$ cat config.mk
export PLATFORM = sky130hd
export DESIGN_NAME = conv_pe
export DESIGN_NICKNAME = d
export VERILOG_FILES = /design/src/hw/cnn_pkg.sv /design/src/hw/conv_pe.sv
export SDC_FILE = /design/constraint.sdc
export NUM_CORES = 1
export LEC_CHECK = 0
export BUFFER_PORTS_ARGS = -buffer_cell sky130_fd_sc_hd__buf_2
export CORE_MARGIN = 8
export CORE_UTILIZATION = 58
export DETAILED_ROUTE_END_ITERATION = 6
export HOLD_SLACK_MARGIN = 0.05
export PLACE_DENSITY = 0.76
export SYNTH_ARGS = -nofsm -noshare
export SYNTH_HDL_FRONTEND = slang
export SYNTH_SLANG_ARGS = --single-unit
$ cat constraint.sdc
create_clock -name clk -period 12.33 [get_ports clk]
set_input_delay 1.8495 -clock clk [delete_from_list [all_inputs] [get_ports clk]]
set_output_delay 1.8495 -clock clk [all_outputs]
set_load 0.01 [all_outputs]
$ cat src/hw/cnn_pkg.sv
`default_nettype none

package cnn_pkg;

  // datapath widths
  localparam int DWIDTH   = 16;
  localparam int ACCWIDTH = 40;
  localparam int LWIDTH   = 8;
  localparam int IMGSIZE  = 12;
  localparam int NETSIZE  = 11;

  typedef logic signed [DWIDTH-1:0]   pix_t;
  typedef logic signed [ACCWIDTH-1:0] acc_t;

  // one layer command, latched by the control core
  typedef struct packed {
    logic [LWIDTH-1:0]  total_in;
    logic [LWIDTH-1:0]  total_out;
    logic [LWIDTH-1:0]  img_size;
    logic [LWIDTH-1:0]  conv_size;
    logic [LWIDTH-1:0]  conv_pad;
    logic [IMGSIZE-1:0] in_offset;
    logic [IMGSIZE-1:0] out_offset;
    logic [NETSIZE-1:0] net_offset;
    logic               bias_en;
    logic               relu_en;
  } layer_cfg_t;

  // one kernel tap on its way to the PE
  typedef struct packed {
    logic [IMGSIZE-1:0] img_addr;
    logic [NETSIZE-1:0] net_addr;
    logic               pad;
    logic               first;
    logic               last;
  } tap_t;

  // sel 0 targets the image store, 1 the network store
  typedef struct packed {
    logic               sel;
    logic [IMGSIZE-1:0] addr;
    pix_t               wdata;
  } host_wr_t;

  typedef struct packed {
    logic [IMGSIZE-1:0] addr;
  } host_rd_t;

endpackage

`default_nettype wire

$ cat src/hw/conv_pe.sv
`timescale 1ns/1ps
`default_nettype none

module conv_pe (
  input  logic          clk,
  input  logic          xrst,
  input  logic          tap_valid,
  input  cnn_pkg::tap_t tap,
  input  cnn_pkg::pix_t pix,
  input  cnn_pkg::pix_t weight,
  input  logic          bias_load,
  input  cnn_pkg::pix_t bias,
  input  logic          bias_en,
  input  logic          relu_en,
  output logic          res_valid,
  output cnn_pkg::pix_t res
);

  localparam cnn_pkg::acc_t SAT_MAX = cnn_pkg::acc_t'((2 ** (cnn_pkg::DWIDTH - 1)) - 1);
  localparam cnn_pkg::acc_t SAT_MIN = -SAT_MAX - 1;

  cnn_pkg::pix_t                     bias_q;
  cnn_pkg::acc_t                     acc;
  cnn_pkg::acc_t                     base;
  cnn_pkg::acc_t                     prod;
  cnn_pkg::acc_t                     acc_next;
  cnn_pkg::acc_t                     clip;
  logic signed [2*cnn_pkg::DWIDTH-1:0] mult;

  assign mult = pix * weight;

  always_comb begin
    base = acc;
    if (tap.first) begin
      base = bias_en ? cnn_pkg::acc_t'(bias_q) : '0;
    end
    // padding taps contribute nothing
    prod     = tap.pad ? '0 : cnn_pkg::acc_t'(mult);
    acc_next = base + prod;
    clip     = (relu_en && acc_next < 0) ? '0 : acc_next;
  end

  always_ff @(posedge clk) begin
    if (bias_load) begin
      bias_q <= bias;
    end
  end

  // accumulator and result word
  always_ff @(posedge clk) begin
    if (tap_valid) begin
      acc <= acc_next;
    end
    if (tap_valid && tap.last) begin
      if (clip > SAT_MAX) begin
        res <= cnn_pkg::pix_t'(SAT_MAX);
      end else if (clip < SAT_MIN) begin
        res <= cnn_pkg::pix_t'(SAT_MIN);
      end else begin
        res <= cnn_pkg::pix_t'(clip);
      end
    end
  end

  always_ff @(posedge clk) begin
    if (!xrst) begin
      res_valid <= 1'b0;
    end else begin
      res_valid <= tap_valid && tap.last;
    end
  end

endmodule

`default_nettype wire

# [After elaboration in Yosys (flattened, before gate mapping)]
# Cells that the tools add are included.
[word_totals] register_bits=73 inputBits=80 wordCells=16
[classes] addsub=1 mul=1 n_lt_le_gt_ge=3 muxes=5 reduce_logical=2
[op_table] operator="two-way mux 40 bit" count=4
[op_table] operator="adder 40 bit" count=1
[op_table] operator="> comparator 40 x 16 -> 1 bit, second input constant" count=1
[op_table] operator="less-than comparator 40 x 1 -> 1 bit, second input constant" count=1
[op_table] operator="less-than comparator 40 x 16 -> 1 bit, second input constant" count=1
[op_table] operator="multiplier 16 x 16 -> 32 bit" count=1
[op_table] operator="two-way mux 16 bit" count=1
[op_table] operator="logical AND 1 bit" count=2

# [Depth between registers and ports, before layout]
[logic_depth] depth_word=8 mapped_depth=39 mapped_depth_nobuf=37

# [Worst setup path after synthesis]
# Ideal clock, no wire load.
[synth_path] path_type="input-to-reg" startpoint="input port weight[9]" endpoint="register res[10] (data pin)" arrival_time_ns=10.369 slack_ns=1.698 stages=37 n_path_buf=2 cell_sequence="clkbuf_1 nand2_1 fa_1 inv_1 fa_1 inv_1 fa_1 inv_1 fa_1 fa_1 inv_1 fa_1 inv_1 ha_1 or3_1 nor3_1 a22oi_1 a41oi_1 o211ai_1 a221oi_1 o21ai_0 a21oi_1 xor2_1 nor2_1 ha_1 a21oi_1 o2111ai_1 a31oi_1 o31ai_1 o211ai_1 a31oi_1 or4_1 and3_1 xnor2_1 a41oi_1 buf_2 a21oi_2"
[synth_between] elab_chain_len=8
[synth_rtl] element="start, declared" line_no="conv_pe.sv:10" rtl="input cnn_pkg::pix_t weight,"
[synth_rtl] element="multiplier 16 x 16 -> 32 bit (*)" line_no="conv_pe.sv:30" rtl="assign mult = pix * weight;"
[synth_rtl] element="two-way mux 40 bit (*)" line_no="conv_pe.sv:38" rtl="prod = tap.pad ? '0 : cnn_pkg::acc_t'(mult);"
[synth_rtl] element="adder 40 bit (*)" line_no="conv_pe.sv:39" rtl="acc_next = base + prod;"
[synth_rtl] element="less-than comparator 40 x 1 -> 1 bit" line_no="conv_pe.sv:40" rtl="clip = (relu_en && acc_next < 0) ? '0 : acc_next;"
[synth_rtl] element="logical AND 1 bit" line_no="conv_pe.sv:40"
[synth_rtl] element="two-way mux 40 bit (*)" line_no="conv_pe.sv:40"
[synth_rtl] element="less-than comparator 40 x 16 -> 1 bit" line_no="conv_pe.sv:57" rtl="end else if (clip < SAT_MIN) begin"
[synth_rtl] element="two-way mux 16 bit" line_no="conv_pe.sv:57"
[synth_rtl] element="end signal, assigned" line_no="conv_pe.sv:56" rtl="res <= cnn_pkg::pix_t'(SAT_MAX);"
[synth_rtl] element="end signal, assigned" line_no="conv_pe.sv:58" rtl="res <= cnn_pkg::pix_t'(SAT_MIN);"
[synth_rtl] element="end signal, assigned" line_no="conv_pe.sv:60" rtl="res <= cnn_pkg::pix_t'(clip);"
[synth_rtl] element="end, declared" line_no="conv_pe.sv:16" rtl="output cnn_pkg::pix_t res"
# Every way passes the cells marked *; elsewhere a longest branch is shown, timed or not.
# A chain may end at the register's enable or synchronous reset.

# [Final worst setup path]
[layout_path] startpoint="input port weight[9]" endpoint="register res[4] (data pin)"
# Same word-level chain as after synthesis.

==> metrics <==
outcome complete, no violations; detailed placement HPWL 27200 um; clock skew 0.00650 ns; Skew-Pair Late Insertion Delay between 0.3 and 0.4 ns; CP endpoint kind register; vias 11500; Post-CTS Resized 0; FMAX between 0.08 and 0.09 GHz; Slew Viols, Final 0; Die Wd 177 um; fraction of layout cells with a size suffix above 1 7.00%; max_cap viols 0; 1st-pass router iterations 6; CTS Buf Count 9; sequential cell area fraction in the yosys report 14.4%; crit-path max cell delay 0.85 ns; most common cell after layout, fill and taps aside inv_1; Post-Synthesis Cells 1677; most used cell along the critical path fa_1; die height 177 um; initial antenna violation count 0; routed length per instance 16.1 um; Netlist Area Pre-Place 0.0151 sq mm; ys flop type edfxtp_1; Total GRT Usage 22.1%; DRC errors left 0; Root Driver clkbuf_16; Synth top area share between 30% and 40%; HP Class reg2reg; Final nets 2174; port buffer count 73; Setup-failing EPs final 0; die area 0.0315 sq mm; boundary pin count 97; CTS tree built; most frequent cells in the layout 348 x inv_1, 263 x fa_1, 180 x nand2_1; Synth-to-Final Area Change 6.35%; row cnt 59; CP required 12.38 ns; initial core utilization between 50% and 60%; Fin. Hold Viols 0; Post-Route Utilization between 60% and 70%; syn nets 2141; synth top area cells fa_1 35%, edfxtp_1 14%, ha_1 10%, inv_1 8.6%, and2_1 5.2%; relative slew slack 35.5%; Vias/cell 5.58; CP Launch Type input pin; Final period util 94.5%; YS warnings 0; placer congestion estimate 0.877; Syn Area/Cell 9.01 sq um; CP max-delay cell a41oi_2; critical path class in2reg; area leader, netlist fa_1; clock buffer depth 2; synthesized flop and latch total 73; pin count of the biggest net entering global routing 43; first-pass GRT wire length 56800 um; Period minus WS final about 12 ns; fraction of registers with async set/reset 0%; total core area about 0.026 sq mm; Netlist cell types 60; Total Routed Length 32900 um; clock sink total between 70 and 80; Initial DRC Count 637; Crit Path Max Fanout 16; setup bufs post-CTS 0; global route overflow 0; H-tree depth 3; sum of negative setup slack 0 ns; Post-synth EDFFs 72; crit path DAT 11.70 ns; Worst-path clk slew approximately 0.06 ns; vias in the first global route between 10000 and 15000; hold buffers post-CTS 0; Worst-Margin Slew 0.968 ns; RSZ-0062 raised after global routing false; antenna-violating nets left 0
## kinds of logic after synthesis
logic type	Yosys count	synth area share, %
AOI/OAI and AO/OA	249	11.0
adders and majority gates	384	44.9
xor gates and xnor gates	64	3.71
buffers and inverters	406	10.2
and+or+nand+nor	500	15.8
DFF	73	14.4
muxes	1	0.0662
## per-stage QoR
step	cell area, sq um	worst slack [ns]	hold WS, ns	cells
after global routing	16100	0.0202	0.735	2050
after floorplan	15100	1.70	0.648	1677
after global placement	15700	0.506	0.684	2033
final	16100	0.679	0.687	2051
after detailed placement	15700	0.290	0.683	2033
after CTS	16000	0.574	0.698	2049
## cell type report
| class | instances | area (sq um) |
|---|---|---|
| antenna | 1 | 2.50 |
| clock buffer | 9 | 225 |
| clock inverter | 7 | 101 |
| fill | 2210 | 9770 |
| inverter | 348 | 1310 |
| multi-input combinational | 1198 | 11400 |
| sequential | 73 | 2180 |
| tap | 335 | 419 |
| timing repair buffer | 80 | 430 |
## synthesized netlist by cell type (all sizes together), types with 7 or more instances
| cell type | instances |
|---|---|
| a21o | 30 |
| a31oi | 7 |
| nand2b | 10 |
| inv | 348 |
| xnor2 | 37 |
| o21bai | 7 |
| a211oi | 9 |
| nor2b | 8 |
| xor2 | 27 |
| and2 | 125 |
| clkbuf | 52 |
| a21oi | 81 |
| edfxtp | 72 |
| nor2 | 108 |
| o211ai | 9 |
| o21ai | 55 |
| nand3 | 16 |
| o21a | 10 |
| nand4 | 10 |
| ha | 121 |
| nor3 | 19 |
| fa | 263 |
| nand2 | 180 |
## state kept, by name (all words and copies together), names as in the netlist
signal and cells:
bias_q 16, res 16, acc 40, res_valid 1
## worst paths after layout
kind / start / to / slack, ns / cells after the start
setup / recovery: weight[9] / res[4] / 0.68 / 37
hold / removal: bias_q[0] / acc[0] / 0.69 / 3
setup reg to reg: bias_q[15] / res[4] / 7.23 / 15
hold reg to reg: bias_q[0] / acc[0] / 0.69 / 3
## metal layers
metal / track usage, % / vias to the layer above / routed length [um]
met5: 0 / - / 0
met4: 5.97 / 0 / 700
met3: 2.83 / 59 / 1530
met2: 40.1 / 275 / 17600
met1: 27.1 / 5776 / 13100
li1: - / 5343 / -
## critical path, delay by kind of cell
| family | cells | cell delay (ns) |
|---|---|---|
| AOI/OAI and AO/OA | 12 | 3.38 |
| adders and majority gates | 8 | 3.74 |
| buffers and inverters | 6 | 0.53 |
| xor gates and xnor gates | 2 | 0.40 |
| and+or+nand+nor | 9 | 1.80 |
Power is left out: the tool's default activity adds up to more than one toggle a clock period on the data nets, which glitch-free logic cannot reach.
