File: config.mk
export PLATFORM = sky130hd
export DESIGN_NAME = conv_ctrl_core
export DESIGN_NICKNAME = d
export VERILOG_FILES = /design/src/hw/cnn_pkg.sv /design/src/hw/conv_ctrl_core.sv
export SDC_FILE = /design/constraint.sdc
export NUM_CORES = 1
export LEC_CHECK = 0
export BUFFER_PORTS_ARGS = -buffer_cell sky130_fd_sc_hd__buf_2
export CORE_AREA = 3 3 156 158
export CTS_CLUSTER_DIAMETER = 80
export DETAILED_ROUTE_END_ITERATION = 7
export DIE_AREA = 0 0 159 161
export PLACE_DENSITY_LB_ADDON = 0.15
export SLEW_MARGIN = 20
export SYNTH_ARGS = -nofsm -noshare
export SYNTH_HDL_FRONTEND = slang
export SYNTH_SLANG_ARGS = --single-unit
File: constraint.sdc
create_clock -name clk -period 32.6 [get_ports clk]
set_input_delay 1.63 -clock clk [delete_from_list [all_inputs] [get_ports clk]]
set_output_delay 1.63 -clock clk [all_outputs]
set_load 0.05 [all_outputs]
File: src/hw/cnn_pkg.sv
`default_nettype none

package cnn_pkg;

  // datapath widths
  localparam int DWIDTH   = 16;
  localparam int ACCWIDTH = 40;
  localparam int LWIDTH   = 8;
  localparam int IMGSIZE  = 12;
  localparam int NETSIZE  = 11;

  typedef logic signed [DWIDTH-1:0]   pix_t;
  typedef logic signed [ACCWIDTH-1:0] acc_t;

  // one layer command, latched by the control core
  typedef struct packed {
    logic [LWIDTH-1:0]  total_in;
    logic [LWIDTH-1:0]  total_out;
    logic [LWIDTH-1:0]  img_size;
    logic [LWIDTH-1:0]  conv_size;
    logic [LWIDTH-1:0]  conv_pad;
    logic [IMGSIZE-1:0] in_offset;
    logic [IMGSIZE-1:0] out_offset;
    logic [NETSIZE-1:0] net_offset;
    logic               bias_en;
    logic               relu_en;
  } layer_cfg_t;

  // one kernel tap on its way to the PE
  typedef struct packed {
    logic [IMGSIZE-1:0] img_addr;
    logic [NETSIZE-1:0] net_addr;
    logic               pad;
    logic               first;
    logic               last;
  } tap_t;

  // sel 0 targets the image store, 1 the network store
  typedef struct packed {
    logic               sel;
    logic [IMGSIZE-1:0] addr;
    pix_t               wdata;
  } host_wr_t;

  typedef struct packed {
    logic [IMGSIZE-1:0] addr;
  } host_rd_t;

endpackage

`default_nettype wire

File: src/hw/conv_ctrl_core.sv
`timescale 1ns/1ps
`default_nettype none

module conv_ctrl_core #(
  parameter int FSIZE = 5
) (
  input  logic                        clk,
  input  logic                        xrst,
  input  cnn_pkg::layer_cfg_t         cmd,
  input  logic                        cmd_valid,
  output logic                        cmd_ready,
  output logic                        done,
  input  logic                        host_we,
  input  cnn_pkg::host_wr_t           host_wr,
  input  cnn_pkg::host_rd_t           host_rd,
  output cnn_pkg::pix_t               host_rdata,
  input  cnn_pkg::pix_t               img_rdata,
  output logic                        img_we,
  output logic [cnn_pkg::IMGSIZE-1:0] img_waddr,
  output logic [cnn_pkg::IMGSIZE-1:0] img_raddr,
  output cnn_pkg::pix_t               img_wdata,
  output logic                        net_we,
  output logic [cnn_pkg::NETSIZE-1:0] net_waddr,
  output logic [cnn_pkg::NETSIZE-1:0] net_raddr,
  output cnn_pkg::pix_t               net_wdata,
  output logic                        pass_start,
  input  logic                        pass_end,
  output logic [cnn_pkg::LWIDTH-1:0]  fea_size,
  output logic [cnn_pkg::LWIDTH-1:0]  out_ch,
  output cnn_pkg::layer_cfg_t         cfg_q,
  input  cnn_pkg::tap_t               tap_in,
  input  logic                        tap_valid_in,
  output cnn_pkg::tap_t               tap_q,
  output logic                        tap_valid_q,
  output logic                        bias_load,
  input  logic                        res_valid,
  input  cnn_pkg::pix_t               res
);

  typedef enum logic [1:0] {
    S_WAIT, S_BIAS, S_ACC
  } state_t;

  state_t                      state;
  logic                        idle;
  logic                        accept;
  logic [cnn_pkg::LWIDTH-1:0]  cmd_k;
  cnn_pkg::layer_cfg_t         cmd_fix;
  logic [cnn_pkg::NETSIZE-1:0] ksq;
  logic [cnn_pkg::NETSIZE-1:0] block;
  logic [cnn_pkg::NETSIZE-1:0] bias_addr;
  logic [cnn_pkg::IMGSIZE-1:0] fea_sq;
  logic [cnn_pkg::IMGSIZE-1:0] res_cnt;
  logic [cnn_pkg::IMGSIZE-1:0] out_addr;
  logic                        taps_done;
  logic                        chan_end;
  logic                        layer_end;

  // =========================================================================
  // layer state machine
  // =========================================================================

  assign idle      = state == S_WAIT;
  assign cmd_ready = idle;
  assign accept    = cmd_valid && cmd_ready;
  assign chan_end  = state == S_ACC && res_valid && taps_done && res_cnt == fea_sq - 1'b1;
  assign layer_end = out_ch == cfg_q.total_out - 1'b1;

  always_ff @(posedge clk) begin
    if (!xrst) begin
      state  <= S_WAIT;
      out_ch <= '0;
      done   <= 1'b0;
    end else begin
      done <= 1'b0;
      case (state)
        S_WAIT: begin
          if (accept) begin
            state  <= S_BIAS;
            out_ch <= '0;
          end
        end
        S_BIAS: begin
          state <= S_ACC;
        end
        S_ACC: begin
          if (chan_end && layer_end) begin
            state <= S_WAIT;
            done  <= 1'b1;
          end else if (chan_end) begin
            state  <= S_BIAS;
            out_ch <= out_ch + 1'b1;
          end
        end
        default: begin
          state <= S_WAIT;
        end
      endcase
    end
  end

  // =========================================================================
  // configuration latch
  // =========================================================================

  // kernel side capped at the built window size
  assign cmd_k = (cmd.conv_size > cnn_pkg::LWIDTH'(FSIZE)) ? cnn_pkg::LWIDTH'(FSIZE)
                                                           : cmd.conv_size;

  always_comb begin
    cmd_fix           = cmd;
    cmd_fix.conv_size = cmd_k;
  end

  always_ff @(posedge clk) begin
    if (!xrst) begin
      cfg_q    <= '0;
      fea_size <= '0;
    end else if (accept) begin
      cfg_q    <= cmd_fix;
      fea_size <= cmd.img_size + cmd.conv_pad + cmd.conv_pad - cmd_k + 1'b1;
    end
  end

  assign ksq       = cnn_pkg::NETSIZE'(cfg_q.conv_size) * cnn_pkg::NETSIZE'(cfg_q.conv_size);
  assign block     = cnn_pkg::NETSIZE'(cfg_q.total_in) * ksq + 1'b1;
  assign bias_addr = cfg_q.net_offset + cnn_pkg::NETSIZE'(out_ch) * block
                   + cnn_pkg::NETSIZE'(cfg_q.total_in) * ksq;
  assign fea_sq    = cnn_pkg::IMGSIZE'(fea_size) * cnn_pkg::IMGSIZE'(fea_size);

  // =========================================================================
  // pass control and result write-back
  // =========================================================================

  assign pass_start = state == S_BIAS;

  always_ff @(posedge clk) begin
    if (!xrst) begin
      bias_load   <= 1'b0;
      tap_valid_q <= 1'b0;
      taps_done   <= 1'b0;
      res_cnt     <= '0;
    end else begin
      // bias word is on net_rdata one cycle after the read
      bias_load   <= state == S_BIAS;
      tap_valid_q <= tap_valid_in;
      if (pass_start) begin
        taps_done <= 1'b0;
      end else if (pass_end) begin
        taps_done <= 1'b1;
      end
      if (pass_start) begin
        res_cnt <= '0;
      end else if (res_valid) begin
        res_cnt <= res_cnt + 1'b1;
      end
    end
  end

  // aligns the tap with the memory read data
  always_ff @(posedge clk) begin
    tap_q <= tap_in;
  end

  // output channels are contiguous, so one running address covers the layer
  always_ff @(posedge clk) begin
    if (accept) begin
      out_addr <= cmd.out_offset;
    end else if (!idle && res_valid) begin
      out_addr <= out_addr + 1'b1;
    end
  end

  // host owns the memories only while idle
  assign img_we     = idle ? (host_we && !host_wr.sel) : res_valid;
  assign img_waddr  = idle ? host_wr.addr : out_addr;
  assign img_wdata  = idle ? host_wr.wdata : res;
  assign img_raddr  = idle ? host_rd.addr : tap_in.img_addr;
  assign host_rdata = img_rdata;

  assign net_we    = idle && host_we && host_wr.sel;
  assign net_waddr = host_wr.addr[cnn_pkg::NETSIZE-1:0];
  assign net_wdata = host_wr.wdata;
  assign net_raddr = (state == S_BIAS) ? bias_addr : tap_in.net_addr;

endmodule

`default_nettype wire

== Word level (Yosys, flattened, before mapping) ==
Index checks and enable logic that the tools add are counted.

* Input bits: 183
* ROM bits: 0
* Memories kept: 0
* Latch bits: 0
* Register bits after elaboration: 149
* Logic and storage cells: 85
* Output and inout port bits: 220
* Bits in writable memories: 0

* Divide/modulo/power cells: 0
* Reductions and logical operators: 18
* Add/sub/neg operators: 12
* Shift-type cells: 0
* Eq/ne operators: 8
* Multiplexer cells: 17
* $lt $le $gt $ge: 1
* $mul: 4
* Bitwise operators: 1

{| class="wikitable"
|+ Operators with widths
! operator !! number
|-
| 12-bit 2-to-1 mux || 4
|-
| 8-bit 2-to-1 mux || 4
|-
| 12-bit by 1-bit adder with 12-bit output (second input constant) || 2
|-
| 11-bit adder || 2
|-
| 8-bit by 11-bit multiplier with 11-bit output || 2
|-
| 8-bit by 1-bit adder with 8-bit output (second input constant) || 2
|-
| 8-bit adder || 2
|-
| 16-bit 2-to-1 mux || 1
|-
| 8-bit case mux with 2 select lines || 1
|-
| 12-bit equality test || 1
|-
| 8-bit by 8-bit multiplier with 12-bit output || 1
|-
| 12-bit by 1-bit subtractor with 12-bit output (second input constant) || 1
|-
| 11-bit by 1-bit adder with 11-bit output (second input constant) || 1
|-
| 8-bit by 8-bit multiplier with 11-bit output || 1
|-
| 11-bit 2-to-1 mux || 1
|-
| 1-bit logical AND || 9
|-
| 8-bit equality test || 1
|-
| 8-bit by 3-bit greater-than comparator with 1-bit output (second input constant) || 1
|-
| 8-bit by 1-bit subtractor with 8-bit output (second input constant) || 1
|-
| 8-bit subtractor || 1
|-
| 2-bit 2-to-1 mux || 3
|-
| 2-bit case mux with 3 select lines || 1
|-
| 2-bit != test (second input constant) || 2
|-
| 2-bit AND reduction || 2
|-
| 11 further kinds || 14
|}

== Logic depth before layout (Yosys ltp) ==
* Word-level depth: 7
* Gate-level depth with buffers: 46
* Mapped depth without buffers: 45

== Least setup slack after synthesis ==
OpenSTA, ideal clock, no wires.

* Kind: register to output
* From: reg cfg_q[45] in the netlist's numbering
* To: out net_raddr[10] in the netlist's numbering
* Setup slack: 19.447 ns
* Buffers on the path: 2
* Cell stages (with the launch flop): 43
* Required time: 30.970 ns
* Arrival time: 11.523 ns
* Cells stage by stage: dfxtp_1 buf_2 clkbuf_1 nand2_1 inv_1 ha_1 ha_1 fa_1 inv_1 fa_1 inv_1 ha_1 a211oi_1 nor2_1 and2_1 fa_1 inv_1 fa_1 [... 7 more ...] nand2_1 fa_1 fa_1 fa_1 inv_1 fa_1 inv_1 fa_1 xor2_1 xnor2_1 xnor2_1 xnor2_1 xnor2_1 xnor3_1 xnor2_1 xnor2_1 xnor2_1 o21ai_1

* Longest elaborated chain between the ends: 7

{| class="wikitable"
|+ Ends and longest elaborated chain
! item !! line !! source
|-
| from (decl) || conv_ctrl_core.sv:30 || <nowiki>output cnn_pkg::layer_cfg_t cfg_q,</nowiki>
|-
| from (signal assigned) || conv_ctrl_core.sv:120 || <nowiki>cfg_q <= cmd_fix;</nowiki>
|-
| 8-bit by 8-bit multiplier with 11-bit output * || conv_ctrl_core.sv:125 || <nowiki>assign ksq = cnn_pkg::NETSIZE'(cfg_q.conv_size) * cnn_pkg::NETSIZE'(cfg_q.conv_size);</nowiki>
|-
| 8-bit by 11-bit multiplier with 11-bit output * || conv_ctrl_core.sv:126, conv_ctrl_core.sv:128 ||
|-
| 11-bit by 1-bit adder with 11-bit output || conv_ctrl_core.sv:126 || <nowiki>assign block = cnn_pkg::NETSIZE'(cfg_q.total_in) * ksq + 1'b1;</nowiki>
|-
| 8-bit by 11-bit multiplier with 11-bit output || conv_ctrl_core.sv:127 || <nowiki>assign bias_addr = cfg_q.net_offset + cnn_pkg::NETSIZE'(out_ch) * block</nowiki>
|-
| 11-bit adder || conv_ctrl_core.sv:127 ||
|-
| 11-bit adder * || conv_ctrl_core.sv:128 || <nowiki>+ cnn_pkg::NETSIZE'(cfg_q.total_in) * ksq;</nowiki>
|-
| 11-bit 2-to-1 mux * || conv_ctrl_core.sv:184 || <nowiki>assign net_raddr = (state == S_BIAS) ? bias_addr : tap_in.net_addr;</nowiki>
|-
| to (decl) || conv_ctrl_core.sv:24 || <nowiki>output logic [cnn_pkg::NETSIZE-1:0] net_raddr,</nowiki>
|}

Every way passes the cells marked *; elsewhere a longest branch is shown, timed or not.

== Worst setup path in the final report ==
Ends and elaborated chain as after synthesis.

==> results.sh <==
export IMPL_status="finished, final reports clean"
export IMPL_cap_viol_max_count=0
export IMPL_layout_min_cycle_time_ns=13.80
export IMPL_coreArea_um2=23300
export IMPL_path_max_fanout=21
export IMPL_rows=56
export IMPL_grt_pass1_wl_mm=57.8
export IMPL_crit_top_cell="fa_1"
export IMPL_multi_input_area_um2=8650
export IMPL_clk_pin_slew_ns=0.07
export IMPL_synth_cells=1526
export IMPL_drtAntennaViolNets=0
export IMPL_relSlewSlack_pct=42.4
export IMPL_synth_edf_count=12
export IMPL_avgSynthCellArea_um2=8.57
export IMPL_grt_use_total_pct=28.2
export IMPL_synth_flop_cell="dfxtp_1"
export IMPL_yosysWarnings=0
export IMPL_ctsResizeCount=0
export IMPL_holdBufCountCts=0
export IMPL_dp_hpwl_mm=28.4
export IMPL_synth_top_area_share_pct=21.0
export IMPL_start_util_pct=56.2
export IMPL_critPathMaxStageDelay_ns=0.73
export IMPL_arrival_ns=12.17
export IMPL_final_common_cell="buf_2"
export IMPL_drtIter0Drc=599
export IMPL_gp_congestion=0.913
export IMPL_worstSetupStartpointType="register"
export IMPL_setup_violations=0
export IMPL_report_final_slew_viol_count=0
export IMPL_fillCellCount=2059
export IMPL_synth_async_reset_ratio_pct=0
export IMPL_nNetsFinal=2222
export IMPL_drt_first_pass_iters=5
export IMPL_cts_inserted_buffers=17
export IMPL_critPathSlowestCell="dfxtp_1"
export IMPL_p_leak_uw=0.00767
export IMPL_yosys_register_bits=149
export IMPL_mostFrequentLayoutCells="buf_2 (370), nand2_1 (273), inv_1 (215)"
export IMPL_cts_buffer_depth=2
export IMPL_worstReg2RegEnd="out_ch[7]$_SDFFE_PN0P_"
export IMPL_fin_crit_sh_pct=42.3
export IMPL_cts_root_buf="clkbuf_16"
export IMPL_grt_pass1_vias=11400
export IMPL_place_inst=2123
export IMPL_endpoint="net_raddr[10]"
export IMPL_ctsHtreeMaxLevel=4
export IMPL_clk_latency_ns=0.43
export IMPL_finClkSkew_ns=0.0107
export IMPL_hold_viol=0
export IMPL_die_w_um=159
export IMPL_clock_fmax_mhz=72.5
export IMPL_antenna_found_initial=2
export IMPL_cts_tree="done"
export IMPL_r2r_slack_ns=27.28
export IMPL_powerDensity_nw_per_um2=43.3
export IMPL_seq_area_um2=3100
export IMPL_tightest_slew_ns=0.864
export IMPL_area_growth_pct=18.0
export IMPL_drive_above_1_share_pct=25.3
export IMPL_hold_path_class="reg2reg"
export IMPL_post_cts_buffers=0
export IMPL_rsz0062_at_grt="no"
export IMPL_syn_area_um2=13100
export IMPL_worstRegToRegCells=18
export IMPL_regToRegStartpoint="fea_size[0]$_SDFFE_PN0P_"
export IMPL_worstPathRequired_ns=30.97
export IMPL_synth_seq_area_share_pct=23.7
export IMPL_cts_sinks=149
export IMPL_io_buffers=370
export IMPL_die_h_um=161
export IMPL_vdd_ir_drop_max_mv=0.0317
export IMPL_dieArea_um2=25600
export IMPL_drc=0
export IMPL_grt_max_degree=74
export IMPL_ios=403
export IMPL_grt_ovfl_total=0
export IMPL_routed_via_density=5.17
export IMPL_fin_cells=2157
export IMPL_synth_cell_types=63
export IMPL_wire_per_inst_um=16.6
export IMPL_startpoint="cfg_q[45]$_SDFFE_PN0P_"
export IMPL_via_count=11100
export IMPL_synth_area_leader_cell="dfxtp_1"
export IMPL_wirelength_mm=35.8
export IMPL_synth_area_leaders="dfxtp_1 (21%), fa_1 (19%), ha_1 (9.0%)"
export IMPL_setup_worst_path_end_class="output pin"
export IMPL_critPathKind="reg2out"
export IMPL_fin_tns_setup_ns=0
-- area by class of cell --
class                           instances  share of cell area [%]
Tap cell                              319                    2.59
Sequential cell                       149                    20.1
Inverter                              216                    5.25
Clock inverter                         15                    1.03
Timing Repair Buffer                  374                    12.2
Multi-Input combinational cell       1065                    56.1
Clock buffer                           17                    2.76
Antenna cell                            2                  0.0324
-- cell families after synthesis --
family	after synthesis	share of synthesized area [%]
AND/OR/NAND/NOR	489	17.3
AO/OA/AOI/OAI	191	8.42
other	1	0.0287
flip-flops	149	23.7
adder cells (fa/ha/maj)	216	27.7
XOR/XNOR	123	8.88
multiplexers	42	3.60
buffers and inverters	315	10.4
-- state kept, by name, indices dropped and copies added (netlist names) --
| register | count |
|---|---|
| fea_size | 8 |
| state | 2 |
| bias_load | 1 |
| tap_q | 26 |
| cfg_q | 77 |
| tap_valid_q | 1 |
| out_addr | 12 |
| out_ch | 8 |
| res_cnt | 12 |
| done | 1 |
| taps_done | 1 |
-- cells in the mapped netlist (all sizes together) (3+ instances only) --
cell and instances:
inv 216, or3 5, nor4 3, and3 14
nor2b 5, nor3 7, nand4 7, nor2 54
and2 83, and3b 3, nand2 274, buf 44
edfxtp 12, o21ai 36, xnor3 4, nor3b 5
fa 122, xor2 38, ha 94, dfxtp 137
o21a 3, xnor2 81, mux2 40, nand3 18
o2111ai 3, a21o 12, clkbuf 55, a211oi 9
o21bai 6, a21oi 108
-- where the power goes --
part | internal, uW | switching (uW) | leakage [uW]
Combinational | 86.6 | 169 | 0.00613
Sequential | 198 | 14.6 | 0.00125
Clock | 103 | 97.2 | 0.000291
-- critical path, delay by kind of cell (launching register included) --
family	cells	cell delay [ns]
xor gates and xnor gates	12	2.44
DFF	1	0.73
adders and majority gates	15	6.44
buffers and inverters	8	0.66
AOI/OAI and AO/OA	3	0.42
and+or+nand+nor	6	1.02
-- worst min-delay path by stage --
| stage | cells after the start | slack, ns | from | endpoint |
|---|---|---|---|---|
| 4_1_cts | 2 | 0.45 | cfg_q[25]$_SDFFE_PN0P_ | cfg_q[25]$_SDFFE_PN0P_ |
| 3_5_place_dp | 2 | 0.44 | cfg_q[25]$_SDFFE_PN0P_ | cfg_q[25]$_SDFFE_PN0P_ |
| 3_3_place_gp | 2 | 0.44 | cfg_q[25]$_SDFFE_PN0P_ | cfg_q[25]$_SDFFE_PN0P_ |
| 6_report | 2 | 0.45 | cfg_q[20]$_SDFFE_PN0P_ | cfg_q[20]$_SDFFE_PN0P_ |
| 5_1_grt | 2 | 0.47 | cfg_q[54]$_SDFFE_PN0P_ | cfg_q[54]$_SDFFE_PN0P_ |
| 2_1_floorplan | 2 | 0.44 | taps_done$_SDFFE_PP0P_ | taps_done$_SDFFE_PP0P_ |
-- stage by stage --
stage	worst slack (ns)	instance area [um^2]	util, %	total power [uW]	hold slack (ns)
after floorplan	19.45	13100	-	417	0.438
after global placement	19.54	14800	63.8	468	0.438
after detailed placement	19.25	14800	63.8	472	0.443
after CTS	18.73	15400	66.3	673	0.454
after global routing	17.89	15400	66.4	704	0.475
final	18.80	15400	66.4	668	0.452
-- routing by layer --
metal	track usage, %	up-vias	part of all wire, %	routed length (um)
met2	48.4	374	49	17500
li1	-	5359	-	-
met4	10.7	0	3.0	1060
met3	6.75	63	6.9	2460
met1	34.6	5347	41	14700
met5	0	-	0	0
Note: power is estimated with default switching activity, not from simulation.
