===== src/hw/cnn_pkg.sv =====
`default_nettype none

package cnn_pkg;

  // datapath widths
  localparam int DWIDTH   = 16;
  localparam int ACCWIDTH = 40;
  localparam int LWIDTH   = 8;
  localparam int IMGSIZE  = 12;
  localparam int NETSIZE  = 11;

  typedef logic signed [DWIDTH-1:0]   pix_t;
  typedef logic signed [ACCWIDTH-1:0] acc_t;

  // one layer command, latched by the control core
  typedef struct packed {
    logic [LWIDTH-1:0]  total_in;
    logic [LWIDTH-1:0]  total_out;
    logic [LWIDTH-1:0]  img_size;
    logic [LWIDTH-1:0]  conv_size;
    logic [LWIDTH-1:0]  conv_pad;
    logic [IMGSIZE-1:0] in_offset;
    logic [IMGSIZE-1:0] out_offset;
    logic [NETSIZE-1:0] net_offset;
    logic               bias_en;
    logic               relu_en;
  } layer_cfg_t;

  // one kernel tap on its way to the PE
  typedef struct packed {
    logic [IMGSIZE-1:0] img_addr;
    logic [NETSIZE-1:0] net_addr;
    logic               pad;
    logic               first;
    logic               last;
  } tap_t;

  // sel 0 targets the image store, 1 the network store
  typedef struct packed {
    logic               sel;
    logic [IMGSIZE-1:0] addr;
    pix_t               wdata;
  } host_wr_t;

  typedef struct packed {
    logic [IMGSIZE-1:0] addr;
  } host_rd_t;

endpackage

`default_nettype wire


===== src/hw/conv_tap_sequencer.sv =====
`timescale 1ns/1ps
`default_nettype none

module conv_tap_sequencer #(
  parameter int FSIZE = 5
) (
  input  logic                       clk,
  input  logic                       xrst,
  input  logic                       pass_start,
  input  cnn_pkg::layer_cfg_t        cfg,
  input  logic [cnn_pkg::LWIDTH-1:0] fea_size,
  input  logic [cnn_pkg::LWIDTH-1:0] out_ch,
  output cnn_pkg::tap_t              tap,
  output logic                       tap_valid,
  output logic                       pass_end
);

  localparam int KW = $clog2(FSIZE + 1);
  localparam int CW = cnn_pkg::LWIDTH + 2;

  logic                        busy;
  logic [cnn_pkg::LWIDTH-1:0]  oy;
  logic [cnn_pkg::LWIDTH-1:0]  ox;
  logic [cnn_pkg::LWIDTH-1:0]  ci;
  logic [KW-1:0]               ky;
  logic [KW-1:0]               kx;
  logic                        last_kx;
  logic                        last_ky;
  logic                        last_ci;
  logic                        last_ox;
  logic                        last_oy;
  logic signed [CW-1:0]        iy;
  logic signed [CW-1:0]        ix;
  logic signed [CW-1:0]        img_lim;
  logic [cnn_pkg::IMGSIZE-1:0] img_sq;
  logic [cnn_pkg::NETSIZE-1:0] ksq;
  logic [cnn_pkg::NETSIZE-1:0] block;

  assign last_kx = cnn_pkg::LWIDTH'(kx) == cfg.conv_size - 1'b1;
  assign last_ky = cnn_pkg::LWIDTH'(ky) == cfg.conv_size - 1'b1;
  assign last_ci = ci == cfg.total_in - 1'b1;
  assign last_ox = ox == fea_size - 1'b1;
  assign last_oy = oy == fea_size - 1'b1;

  // input coordinates, negative inside the top/left padding
  assign iy      = signed'(CW'(oy)) + signed'(CW'(ky)) - signed'(CW'(cfg.conv_pad));
  assign ix      = signed'(CW'(ox)) + signed'(CW'(kx)) - signed'(CW'(cfg.conv_pad));
  assign img_lim = signed'(CW'(cfg.img_size));

  assign img_sq = cnn_pkg::IMGSIZE'(cfg.img_size) * cnn_pkg::IMGSIZE'(cfg.img_size);
  assign ksq    = cnn_pkg::NETSIZE'(cfg.conv_size) * cnn_pkg::NETSIZE'(cfg.conv_size);
  assign block  = cnn_pkg::NETSIZE'(cfg.total_in) * ksq + 1'b1;

  assign tap_valid = busy;
  assign pass_end  = busy && last_kx && last_ky && last_ci && last_ox && last_oy;

  always_comb begin
    tap.pad      = iy < 0 || ix < 0 || iy >= img_lim || ix >= img_lim;
    tap.first    = ci == '0 && ky == '0 && kx == '0;
    tap.last     = last_kx && last_ky && last_ci;
    tap.img_addr = cfg.in_offset + cnn_pkg::IMGSIZE'(ci) * img_sq
                 + cnn_pkg::IMGSIZE'(iy) * cnn_pkg::IMGSIZE'(cfg.img_size)
                 + cnn_pkg::IMGSIZE'(ix);
    tap.net_addr = cfg.net_offset + cnn_pkg::NETSIZE'(out_ch) * block
                 + cnn_pkg::NETSIZE'(ci) * ksq
                 + cnn_pkg::NETSIZE'(ky) * cnn_pkg::NETSIZE'(cfg.conv_size)
                 + cnn_pkg::NETSIZE'(kx);
  end

  // kx fastest, then ky, input channel, ox, oy
  always_ff @(posedge clk) begin
    if (!xrst) begin
      busy <= 1'b0;
      oy   <= '0;
      ox   <= '0;
      ci   <= '0;
      ky   <= '0;
      kx   <= '0;
    end else if (pass_start) begin
      busy <= 1'b1;
      oy   <= '0;
      ox   <= '0;
      ci   <= '0;
      ky   <= '0;
      kx   <= '0;
    end else if (busy) begin
      if (pass_end) begin
        busy <= 1'b0;
      end
      if (!last_kx) begin
        kx <= kx + 1'b1;
      end else begin
        kx <= '0;
        if (!last_ky) begin
          ky <= ky + 1'b1;
        end else begin
          ky <= '0;
          if (!last_ci) begin
            ci <= ci + 1'b1;
          end else begin
            ci <= '0;
            if (!last_ox) begin
              ox <= ox + 1'b1;
            end else begin
              ox <= '0;
              oy <= last_oy ? '0 : oy + 1'b1;
            end
          end
        end
      end
    end
  end

endmodule

`default_nettype wire


===== config.mk =====
export PLATFORM = sky130hd
export DESIGN_NAME = conv_tap_sequencer
export DESIGN_NICKNAME = d
export VERILOG_FILES = /design/src/hw/cnn_pkg.sv /design/src/hw/conv_tap_sequencer.sv
export SDC_FILE = /design/constraint.sdc
export NUM_CORES = 1
export LEC_CHECK = 0
export BUFFER_PORTS_ARGS = -buffer_cell sky130_fd_sc_hd__buf_2
export CAP_MARGIN = 20
export CORE_AREA = 4 4 201 242
export DETAILED_ROUTE_END_ITERATION = 12
export DIE_AREA = 0 0 205 246
export PLACE_DENSITY = 0.62
export SLEW_MARGIN = 20
export SYNTH_ARGS = -nofsm -noshare
export SYNTH_HDL_FRONTEND = slang
export SYNTH_SLANG_ARGS = --single-unit

===== constraint.sdc =====
create_clock -name clk -period 23.3 [get_ports clk]
set_clock_uncertainty 0.15 [all_clocks]
set_input_delay 1.165 -clock clk [delete_from_list [all_inputs] [get_ports clk]]
set_output_delay 1.165 -clock clk [all_outputs]
set_load 0.02 [all_outputs]

# Yosys cells after proc, flatten, opt, wreduce, memory -nomap -nowiden
# Cells that the tools add are included.
# Widths: inputs -> output; s select.
# op_classes
addsub	20
multipliers	8
div_mod_pow	0
magnitude_cmp	4
eq_ne	5
shift	0
muxes	8
bitwise	1
n_reduce_logical	20
# op_table
op	n
$add 12x12->12	3
$add 11x11->11	3
$mul 8x11->11	3
$add 8x1->8 const B	3
$eq 8x8->1	3
$mux 8	3
$sub 8x1->8 const B	3
$ge 10x9->1	2
$lt 10x1->1 const B	2
$sub 9x8->10	2
$add 8x3->9	2
$eq 3x8->1	2
$mul 10x9->12	1
$mul 8x12->12	1
$mul 8x8->12	1
$add 11x1->11 const B	1
$add 11x3->11	1
$mul 3x8->11	1
$mul 8x8->11	1
$logic_and 1x1->1	9
$logic_not 8->1	1
$add 3x1->3 const B	2
$logic_not 3->1	2
$mux 3	2
8 further kinds	12
# totals
register_bits	31
latchBits	0
mem_bits_rw	0
mem_bits_ro	0
inputBits	96
output_inout_bits	28
wordCells	72
memories	0

# Logic depth before layout (Yosys ltp)
# Gate-level depths: netlist of run 1.
# logic_depth
word_depth	10
depth_mapped	47
depth_no_buf	46

# Least setup slack after synthesis of run 1
# No wires, ideal clock.
# synth_path
kind	in2out
startpoint	input cfg[46] (netlist name)
endpoint	output tap[13] (netlist name)
arrival_ns	12.119
required_ns	21.985
setup_slack_ns	9.866
cell_stages	46
n_path_buf	1
cell_sequence	clkbuf_1 > nand2_1 > xnor2_1 > ha_1 > a21oi_1 > fa_1 > inv_1 > ha_1 > inv_1 > fa_1 > inv_1 > ha_1 > nor2_1 > nor2_1 > xor2_1 > nand2_1 > fa_1 > inv_1 > [10 not listed] > fa_1 > inv_1 > fa_1 > inv_1 > fa_1 > inv_1 > fa_1 > fa_1 > inv_1 > fa_1 > xor2_1 > xnor2_1 > xnor2_1 > xnor2_1 > xnor2_1 > xnor3_1 > xnor2_1 > xnor3_1
# synth_lines
element	line_no	source
from (decl)	conv_tap_sequencer.sv:10	input cnn_pkg::layer_cfg_t cfg,
to (decl)	conv_tap_sequencer.sv:13	output cnn_pkg::tap_t tap,

==> results, run 1 <==
- The kind of cell adding the most delay to the critical path is adder cells.
- In this run the worst hold path is classified as reg2reg.
- The final-report max-slew violation count is 0.
- The final-layout fill cell count is 4696.
- The routed length per instance is 15.3 µm.
- Buffers placed on the I/O ports in this run total 101.
- STA puts the critical path data required time at 21.99 ns.
- The number of max-cap violations is 0.
- For this run the aggregate overflow at the end of global routing stands at 0.
- The number of distinct library cells after synthesis is 61.
- Along the worst path, the maximum fanout reaches 24.
- The detailed router's first-iteration violation count is 467.
- For this block, the routed nets add up to 38.7 mm of wire.
- Leaving out fill and tap cells, the most frequent cells in the layout are 397 x inv_1, 268 x fa_1, 227 x ha_1.
- The floorplan row count is 86.
- In this run the post-CTS setup repair buffer count came out at 0.
- The post-synthesis instance area is 16100 µm².
- The final critical-path share of the clock period is 0.637.
- The effective utilization at floorplan is 0.350.
- The post-synthesis average cell area is 8.66 µm².
- After detailed routing, the number of remaining DRC violations is 0.
- The post-cts sizing count is 0.
- The global-route wire length before repair is 64.8 mm.
- The H-tree generated during clock tree synthesis spans 2 levels.
- Dividing the detail-routed via count by the number of cells gives 4.71.
- The number of antenna diodes in the final layout is 0.
- For this run, asynchronously set or reset flops after synthesis account for 0.
- In this run the standard cell core region covers 45900 µm².
- Summed over all instances, the cell type with the most area after synthesis is fa_1.
- The cell count after synthesis is 1856.
- The number of nets with antenna violations after routing is 0.
- The number of buffers between clock root and the deepest sink is 2.
- The most common cell after layout, fill and taps aside is inv_1.
- For the worst setup path, the data arrival time is 13.53 ns.
- For this design, the sink count on the clock tree is 31.
- The synthesized design contains 0 enable-type register cells.
- At the end of routability-driven placement, the weighted congestion stood at 0.885.
- The net count after synthesis is 2447.
- By area the synthesized netlist is led by fa_1 33%, ha_1 18%, inv_1 9.3%.
- For this run, the number of Yosys warnings is 0.
- The final critical path time including I/O delays and setup is 14.85 ns.
- The number of failing setup endpoints in the final timing report is 0.
- The first detailed-routing pass ran for 5 iterations.
- The dominant cell type by count on the critical path is fa_1.
- The placed cell area is 17200 µm².
- From left edge to right edge, the die measures 205 µm.
- The final layout contains 2508 nets.
- Of the cells placed in the final design, the portion with a size suffix greater than 1 is 0.0720.
- For the pin with the worst max-slew slack, the measured transition is 0.999 ns.
- The via count of the first global-routing pass is 12.9k.
- Once layout is complete, the utilization of the core stands at 0.377.
- The die height is 246 µm.
- The sequential area share after synthesis is 0.0386.
- Headroom to the max-slew limit came out at 0.333.
- 124 I/O pins were placed.
- The root cell of the clock tree is clkbuf_16.
- The number of failing hold endpoints at the final stage came to 0.
- Buffers inserted to repair hold after CTS numbered 0.
- The die covers 50400 µm².
- The synthesized design contains 31 register bits.
- The maximum cell stage delay along the critical path is 0.73 ns.
- The critical path is of the in2out type.
- The slowest cell on the critical path is xor2_1.
- The number of antenna violations at the first check in global routing is 0.
- The kind of end point of the critical path is a primary output.
- The type of element launching the critical path is a primary input.
- Setup slack on the worst reg-to-reg path comes out at 20.17 ns.
- The peak clock frequency supported by timing is 67.4 MHz.
- In this run, CTS created clock tree buffers numbering 5.
- Detailed routing inserted a total of 11.9k vias.
- Of the post-synthesis cell area, the dominant cell type holds 0.334.
- The clock slew at the register clock pins of the worst setup and hold paths is 0.05 ns.
- Detailed placement ended at an HPWL of 33.8 mm.
- The layout-stage area growth over the synthesis result is 7.64%.
- For this run, the total global-route usage over all layers was measured as 0.157.
- Setup total negative slack on the finished layout was measured at 0 ns.
- Setup repair after global routing left no endpoint under its margin.
- The clock tree from TritonCTS is yes.
- For the worst-skew pair, the clock arrives at the later sink with an insertion delay of 0.27 ns.
- The run finished with clean final reports.
- The cell area after layout is 17300 µm².
- Entering global routing, the biggest net connects 33 pins.
- The dominant synthesized flop cell is dfxtp_1.
- The number of buffers and inverters on the critical path is 11.
==> cell usage after synthesis (all sizes together) (2+ instances only) <==
master  number
a21o        17
o21ai       30
fa         268
nor2b       13
nor3b        2
or3          4
nor2       101
o21a         5
nor4b        4
and2       162
nand2b      16
ha         227
nand4       12
nand2      169
or2          4
xnor3        8
o41ai        3
xnor2      133
a211oi       3
nand4b       4
nand3b       6
a21oi       44
nor4         5
nand3       14
a31oi        4
or4          3
clkbuf      45
inv        397
and3         7
buf          8
xor2        56
dfxtp       31
nor3        25
mux2         3
o21bai       8
o21ba        2
mux2i        2
==> sequential cells by signal, indices dropped and copies added, names as in the netlist <==
register   flops
ci             8
ox             8
oy             8
kx             3
ky             3
tap_valid      1
==> stage by stage <==
stage          setup WS (ns)  hold slack, ns  instances
2_1_floorplan           9.87           0.352       1856
3_3_place_gp            8.52           0.420       2526
3_5_place_dp            8.30           0.431       2526
4_1_cts                 8.32           0.446       2532
5_1_grt                 7.63           0.483       2532
6_report                8.45           0.442       2532
==> path summary, 6_finish.rpt <==
kind,start,to,cells after the start
worst max-delay path,cfg[45],tap[13],44
worst min-delay path,tap_valid$_SDFF_PN0_,kx[1]$_SDFFE_PP0P_,2
worst max register to register,ci[4]$_SDFFE_PP0P_,oy[5]$_SDFFE_PP0P_,8
worst min register to register,tap_valid$_SDFF_PN0_,kx[1]$_SDFFE_PP0P_,2
==> area by class of cell <==
| cell class | instances | area [µm²] | area share |
|---|---|---|---|
| inverter | 397 | 1490 | 0.0861 |
| sequential | 31 | 621 | 0.0359 |
| tap | 616 | 771 | 0.0445 |
| clock buffer | 6 | 129 | 0.00745 |
| multi-input combinational | 1375 | 13700 | 0.794 |
| timing repair buffer | 107 | 551 | 0.0318 |
==> worst min-delay path: cells and delay by family (launching register included) <==
family             cells  cell delay (ns)
AOI/OAI and AO/OA      1             0.06
DFF                    1             0.38
and+or+nand+nor        1             0.10
==> metal layers <==
metal	vias up	wire length, µm	share of wire	GRT usage
li1	5767	-	-	-
met1	5853	17000	0.44	0.203
met2	237	19400	0.50	0.283
met3	58	1230	0.032	0.0111
met4	0	1090	0.028	0.0408
met5	-	0	0	0
==> cells by family after synthesis <==
kind of cell    count (synthesis)  share of synthesized area
xor+xnor                      197                      0.116
mux                             5                    0.00335
simple gates                  553                      0.176
flops                          31                     0.0386
compound gates                125                     0.0493
fa+ha+maj                     495                      0.510
buf+inv                       450                      0.106
Power of run 1 is not shown: default switching activity piles up to over one toggle a cycle in this logic, so the estimate is an artifact.
==> run 2: changes to the inputs <==
PLACE_DENSITY = 0.64   (was 0.62)
clock period = 12.3 ns   (was 23.3 ns; I/O delays follow)
==> run 2 against run 1 <==
Effect of this change: register-to-register slack got worse by 11 ns; non-clock buffer count increased by 59; hold slack lost 0.034 ns; sequential cell count unchanged; final area up 4.2%; largest cell class unchanged; global-route usage is essentially flat; final cell count is 2.4% higher; via count grew 2.7%; routed wire length rose by 1.6%.
==> results, run 2 (same netlist as run 1, synthesis figures left out) <==
- The H-tree depth reported by CTS is 2 (unchanged).
- The number of clock sinks seen by CTS is 31 (unchanged).
- The dominant cell type by count on the critical path is fa_1.
- The number of antenna violations at the first check in global routing was 1 (+1).
- The total via count after detailed routing was 12.2k (+2.7%).
- The effective utilization at floorplan is 0.350 (unchanged).
- The transition time at the pin with the least slew margin was 1.04 ns (+0.0392 ns).
- The final critical-path share of the clock period is 0.991.
- The maximum fanout along the worst path is 4 (-83%).
- In the layout the commonest cells are 392 x inv_1, 267 x fa_1, 218 x ha_1.
- The number of top-level design ports is 124 (unchanged).
- The global-route wire length before repair is 65.7 mm (+1.4%).
- The instance count after placement with tap cells included is 2575 (+1.9%).
- The worst max-slew margin expressed relative to the limit came to 0.307 (-0.0262).
- The post-detailed-route DRC marker count is 0 (unchanged).
- The maximum cell stage delay along the critical path came to 0.54 ns (-0.19 ns).
- The class of the worst hold path is in2reg.
- The final-report max-slew violation count is 0 (unchanged).
- The x dimension of the die was 205 µm (unchanged).
- The detailed router's first-iteration violation count is 449 (-3.9%).
- The number of max-cap violations came to 0 (unchanged).
- The depth of the most critical reg-to-reg path came to 8 (unchanged).
- The number of optimization iterations in the first detailed-route pass is 5 (unchanged).
- The detailed-route wire length was 39.3 mm (+1.6%).
- The routed length per instance came to 15.2 µm (-0.82%).
- Based on the critical path, the design can be clocked at up to 82.0 MHz.
- The type of the worst setup path is in2out.
- The layout cell share with drive strength beyond 1 is 0.121 (+0.0489).
- The estimated wirelength of the detail-placed design is 34.2 mm (+1.1%).
- The count of buffers from port buffering is 101 (unchanged).
- TritonCTS built the clock tree.
- The latest clock arrival within the worst-skew pair is 0.28 ns (about the same).
- The final-stage net count was 2567 (+2.4%).
- The worst path in the final design needs a cycle of 12.19 ns, including I/O delays and setup.
- The number of nets with antenna violations after routing came to 0 (unchanged).
- The flow ran to the end, and the final reports show no timing, DRC or antenna violations.
- The non-filler instance count after layout was 2593 (+2.4%).
- The kind of end point of the critical path is a primary output.
- The worst setup path is launched from a primary input.
- The library cell used most frequently in the layout, excluding fill and tap cells, is inv_1.
- The total global-route track usage is 0.157 (+0.000228).
- The floorplan row count is 86 (unchanged).
- The instance count along the most critical hold path came to 2 (unchanged).
- The number of failing hold endpoints at the final stage is 0 (unchanged).
- The worst hold slack after final layout is 0.408 ns (-0.0339 ns).
- The via count of the first global-routing pass is 13.3k (+2.6%).
- The antenna diode count is 0 (unchanged).
- The maximum number of pins on one net before global-route repair came to 33 (unchanged).
- Setup repair after global routing could not meet its margin everywhere.
- The area of the die is 50400 µm² (unchanged).
- The clock slew at the register clock pins of the worst setup and hold paths is 0.05 ns (about the same).
- The die height is 246 µm (unchanged).
- The number of vias per cell came to 4.72 (+0.28%).
- The total global routing overflow was 0 (unchanged).
- On the critical path, the stage with the largest delay is an instance of fa_1.
- The number of buffers between clock root and the deepest sink is 2 (unchanged).
- The cts-stage hold buffer count came to 0 (unchanged).
- The critical path data arrival time is 11.43 ns (-2.10 ns).
- The required time at the worst-slack endpoint is 11.53 ns (-10.46 ns).
- The largest registers in the layout are ci: 8 flops, ox: 8 flops, oy: 8 flops.
- The number of failing setup endpoints in the final timing report is 0 (unchanged).
- The number of clock buffers inserted by TritonCTS came to 5 (unchanged).
- From synthesis to final layout, the design area changed by 12.1%.
- The area of the core region is 45900 µm² (unchanged).
- The final weighted congestion in routability-driven placement came to 0.894 (+1.1%).
- The root cell of the clock tree is clkbuf_16.
-- run 2: cell count changes in the layout (fill, tap and decap cells not counted), sizes merged --
cell,before,now
buf,107,166
clkbuf,6,7
clkinv,0,1
-- run 2: metrics by stage --
| step | setup slack [ns] | setup TNS [ns] | area [µm²] | utilization |
|---|---|---|---|---|
| after global placement | -0.301 | -0.301 | 17500 | 0.382 |
| final | 0.108 | 0 | 18000 | 0.392 |
| after detailed placement | -0.420 | -0.420 | 17500 | 0.382 |
| after global routing | -0.368 | -0.368 | 18000 | 0.392 |
| after CTS | -0.0115 | -0.0115 | 17800 | 0.388 |
| after floorplan | 0.0183 | 0 | 16100 | - |
-- run 2: path summary, 6_finish.rpt --
path	endpoint	from	slack, ns
worst max-delay path	tap[13]	cfg[49]	0.11
worst min-delay path	tap_valid$_SDFF_PN0_	xrst	0.41
worst max register to register	oy[6]$_SDFFE_PP0P_	ci[2]$_SDFFE_PP0P_	9.16
worst min register to register	oy[4]$_SDFFE_PP0P_	oy[2]$_SDFFE_PP0P_	0.43
-- run 2: layout make-up --
class	instances	area [µm²]
clock buffers	7	133
clock inverters	1	5.00
fillers	4664	27900
inverters	397	1490
multi-input cells	1375	14000
flip-flops and latches	31	621
well taps	616	771
repair buffers	166	1020
-- run 2: timing repair --
action,in CTS,in global routing
gates resized for setup,18,35
pin swaps,19,41
cloned,0,0
setup buffers,7,3
setup endpoints to repair,1,1
-- run 2: routing by layer --
| layer | vias to the layer above | part of all wire | GRT usage |
|---|---|---|---|
| met2 | 238 | 0.51 | 0.289 |
| li1 | 5877 | - | - |
| met1 | 6060 | 0.43 | 0.201 |
| met3 | 59 | 0.036 | 0.0138 |
| met4 | 2 | 0.023 | 0.0329 |
| met5 | - | 0.00018 | 0 |
-- run 2: critical path, delay by kind of cell --
kind,cells,cell delay (ns)
xor+xnor,4,0.86
buf+inv,14,1.16
simple gates,5,0.44
fa+ha+maj,17,7.18
compound gates,7,1.16
Power of run 2 is left out for the same reason.
==> run 3: changes to the inputs <==
CAP_MARGIN = 0   (was 20)
PLACE_DENSITY = 0.62   (was 0.64)
clock period = 12.8 ns   (was 12.3 ns; I/O delays follow)
==> run 3 against run 2 <==
Effect of this change: global-route usage rose by 0.30 points; non-clock buffer count decreased by 37; sequential cell count is the same; clock-buffer cell count up 1; final area down 1.3%; hold slack improved by 0.024 ns; final cell count is 1.4% lower.
==> results, run 3 (same netlist as run 1, synthesis figures left out) <==
- TritonCTS built the clock tree.
- The required time at the worst-slack endpoint is 12.01 ns (+0.48 ns).
- The flow ran to the end, and the final reports show no timing, DRC or antenna violations.
- The clock slew at the register clock pins of the worst setup and hold paths is 0.05 ns (about the same).
- The instance count after placement with tap cells included is 2540 (-1.4%).
- The footprint of the flip-flops and latches is 621 µm² (unchanged).
- The area occupied by multi-input gates is 14000 µm² (+0.11%).
- The class of the worst hold path is in2reg.
- The total global routing overflow was 0 (unchanged).
- The layout cell share with drive strength beyond 1 is 0.102 (-0.0188).
- The worst hold slack after final layout came to 0.432 ns (+0.0239 ns).
- The latest clock arrival within the worst-skew pair was 0.28 ns (about the same).
- The via count of the first global-routing pass is 13.3k (+0.41%).
- The peak clock frequency supported by timing is 80.3 MHz.
- The non-filler instance count after layout is 2556 (-1.4%).
- The total global-route track usage is 0.160 (+0.00302).
- The utilization of the core after routing is 0.387 (-0.00526).
- The global-route wire length before repair is 66.2 mm (+0.74%).
- The number of failing hold endpoints at the final stage came to 0 (unchanged).
- The number of nets with antenna violations after routing is 0 (unchanged).
- The estimated wirelength of the detail-placed design was 34.5 mm (+0.93%).
- The critical path data arrival time was 11.66 ns (+0.23 ns).
- The floorplan row count is 86 (unchanged).
- The number of clock buffers inserted by TritonCTS is 5 (unchanged).
- In the layout the commonest cells are 396 x inv_1, 267 x fa_1, 219 x ha_1.
- The critical path is of the in2out type.
- The area of the core region is 45900 µm² (unchanged).
- The die height came to 246 µm (unchanged).
- The final critical path time including I/O delays and setup is 12.45 ns.
- The H-tree depth reported by CTS is 2 (unchanged).
- The count of buffers from port buffering is 101 (unchanged).
- The x dimension of the die is 205 µm (unchanged).
- The final-report max-slew violation count is 0 (unchanged).
- The detailed router's first-iteration violation count is 597 (+33%).
- The maximum number of pins on one net before global-route repair is 27 (-18%).
- The transition time at the pin with the least slew margin was 1.07 ns (+0.0292 ns).
- The largest registers in the layout are ci: 8 flops, ox: 8 flops, oy: 8 flops.
- The post-detailed-route DRC marker count was 0 (unchanged).
- The most common cell after layout, fill and taps aside is inv_1.
- The final-stage net count is 2530 (-1.4%).
- The detailed-route wire length was 40.0 mm (+1.7%).
- From synthesis to final layout, the design area changed by 10.6%.
- The area of the die is 50400 µm² (unchanged).
- The type of element launching the critical path is a primary input.
- The cell area after layout came to 17800 µm² (-1.3%).
- The routed length per instance is 15.6 µm (+3.2%).
- The placed cell area is 17300 µm² (-1.5%).
- The maximum cell stage delay along the critical path is 0.55 ns (about the same).
- The final-layout fill cell count is 4669 (+0.11%).
- The number of antenna violations at the first check in global routing came to 0 (-1).
- The number of clock sinks seen by CTS is 31 (unchanged).
- The total via count after detailed routing came to 12.1k (-0.83%).
- The worst setup path is captured at a primary output.
- The effective utilization at floorplan is 0.350 (unchanged).
- The final critical-path share of the clock period is 0.973.
- The number of top-level design ports is 124 (unchanged).
- The dominant cell type by count on the critical path is fa_1.
- The number of failing setup endpoints in the final timing report is 0 (unchanged).
- The number of buffers between clock root and the deepest sink came to 2 (unchanged).
- The antenna diode count is 0 (unchanged).
- The maximum fanout along the worst path is 5 (+1).
- The tree is rooted in a clkbuf_16.
- The slowest cell on the critical path is fa_1.
- The cts-stage hold buffer count is 0 (unchanged).
- The number of vias per cell is 4.75 (+0.61%).
- The final weighted congestion in routability-driven placement is 0.878 (-1.8%).
- The number of max-cap violations came to 0 (unchanged).
- The number of optimization iterations in the first detailed-route pass is 5 (unchanged).
- The worst max-slew margin expressed relative to the limit is 0.287 (-0.0195).
## run 3: layout make-up
class | instances | area share
multi-input cells | 1375 | 0.787
inverters | 397 | 0.0838
repair buffers | 129 | 0.0417
flip-flops and latches | 31 | 0.0349
clock buffers | 8 | 0.00879
well taps | 616 | 0.0433
## run 3: repair_timing
action | 4_1_cts | 5_1_grt
setup buffers | 0 | 8
gates resized for setup | 8 | 46
setup endpoints to repair | 1 | 1
pin swaps | 0 | 39
## run 3: per-stage QoR
step           TNS (ns)  setup WS, ns
3_3_place_gp          0         0.115
4_1_cts               0       0.00114
6_report              0         0.345
3_5_place_dp    -0.0280       -0.0280
5_1_grt         -0.0505       -0.0505
2_1_floorplan         0         0.416
## run 3: final timing paths
check / slack (ns) / to / depth (start not counted) / from
min: 0.43 / tap_valid$_SDFF_PN0_ / 2 / xrst
max: 0.35 / tap[13] / 47 / cfg[45]
max reg2reg: 9.57 / oy[5]$_SDFFE_PP0P_ / 7 / ci[2]$_SDFFE_PP0P_
min reg2reg: 0.44 / kx[1]$_SDFFE_PP0P_ / 2 / tap_valid$_SDFF_PN0_
## run 3: worst max-delay path: cells and delay by family
| kind | cells | cell delay [ns] |
|---|---|---|
| compound gates | 3 | 0.62 |
| xor+xnor | 11 | 2.26 |
| fa+ha+maj | 16 | 6.81 |
| buf+inv | 12 | 0.81 |
| simple gates | 5 | 0.51 |
## run 3: metal layers
metal	share of wire	global-route usage	up-vias
li1	-	-	5797
met1	0.43	0.201	6037
met2	0.50	0.289	230
met3	0.033	0.0141	71
met4	0.036	0.0516	0
met5	0	0	-
Power of run 3 is left out for the same reason.
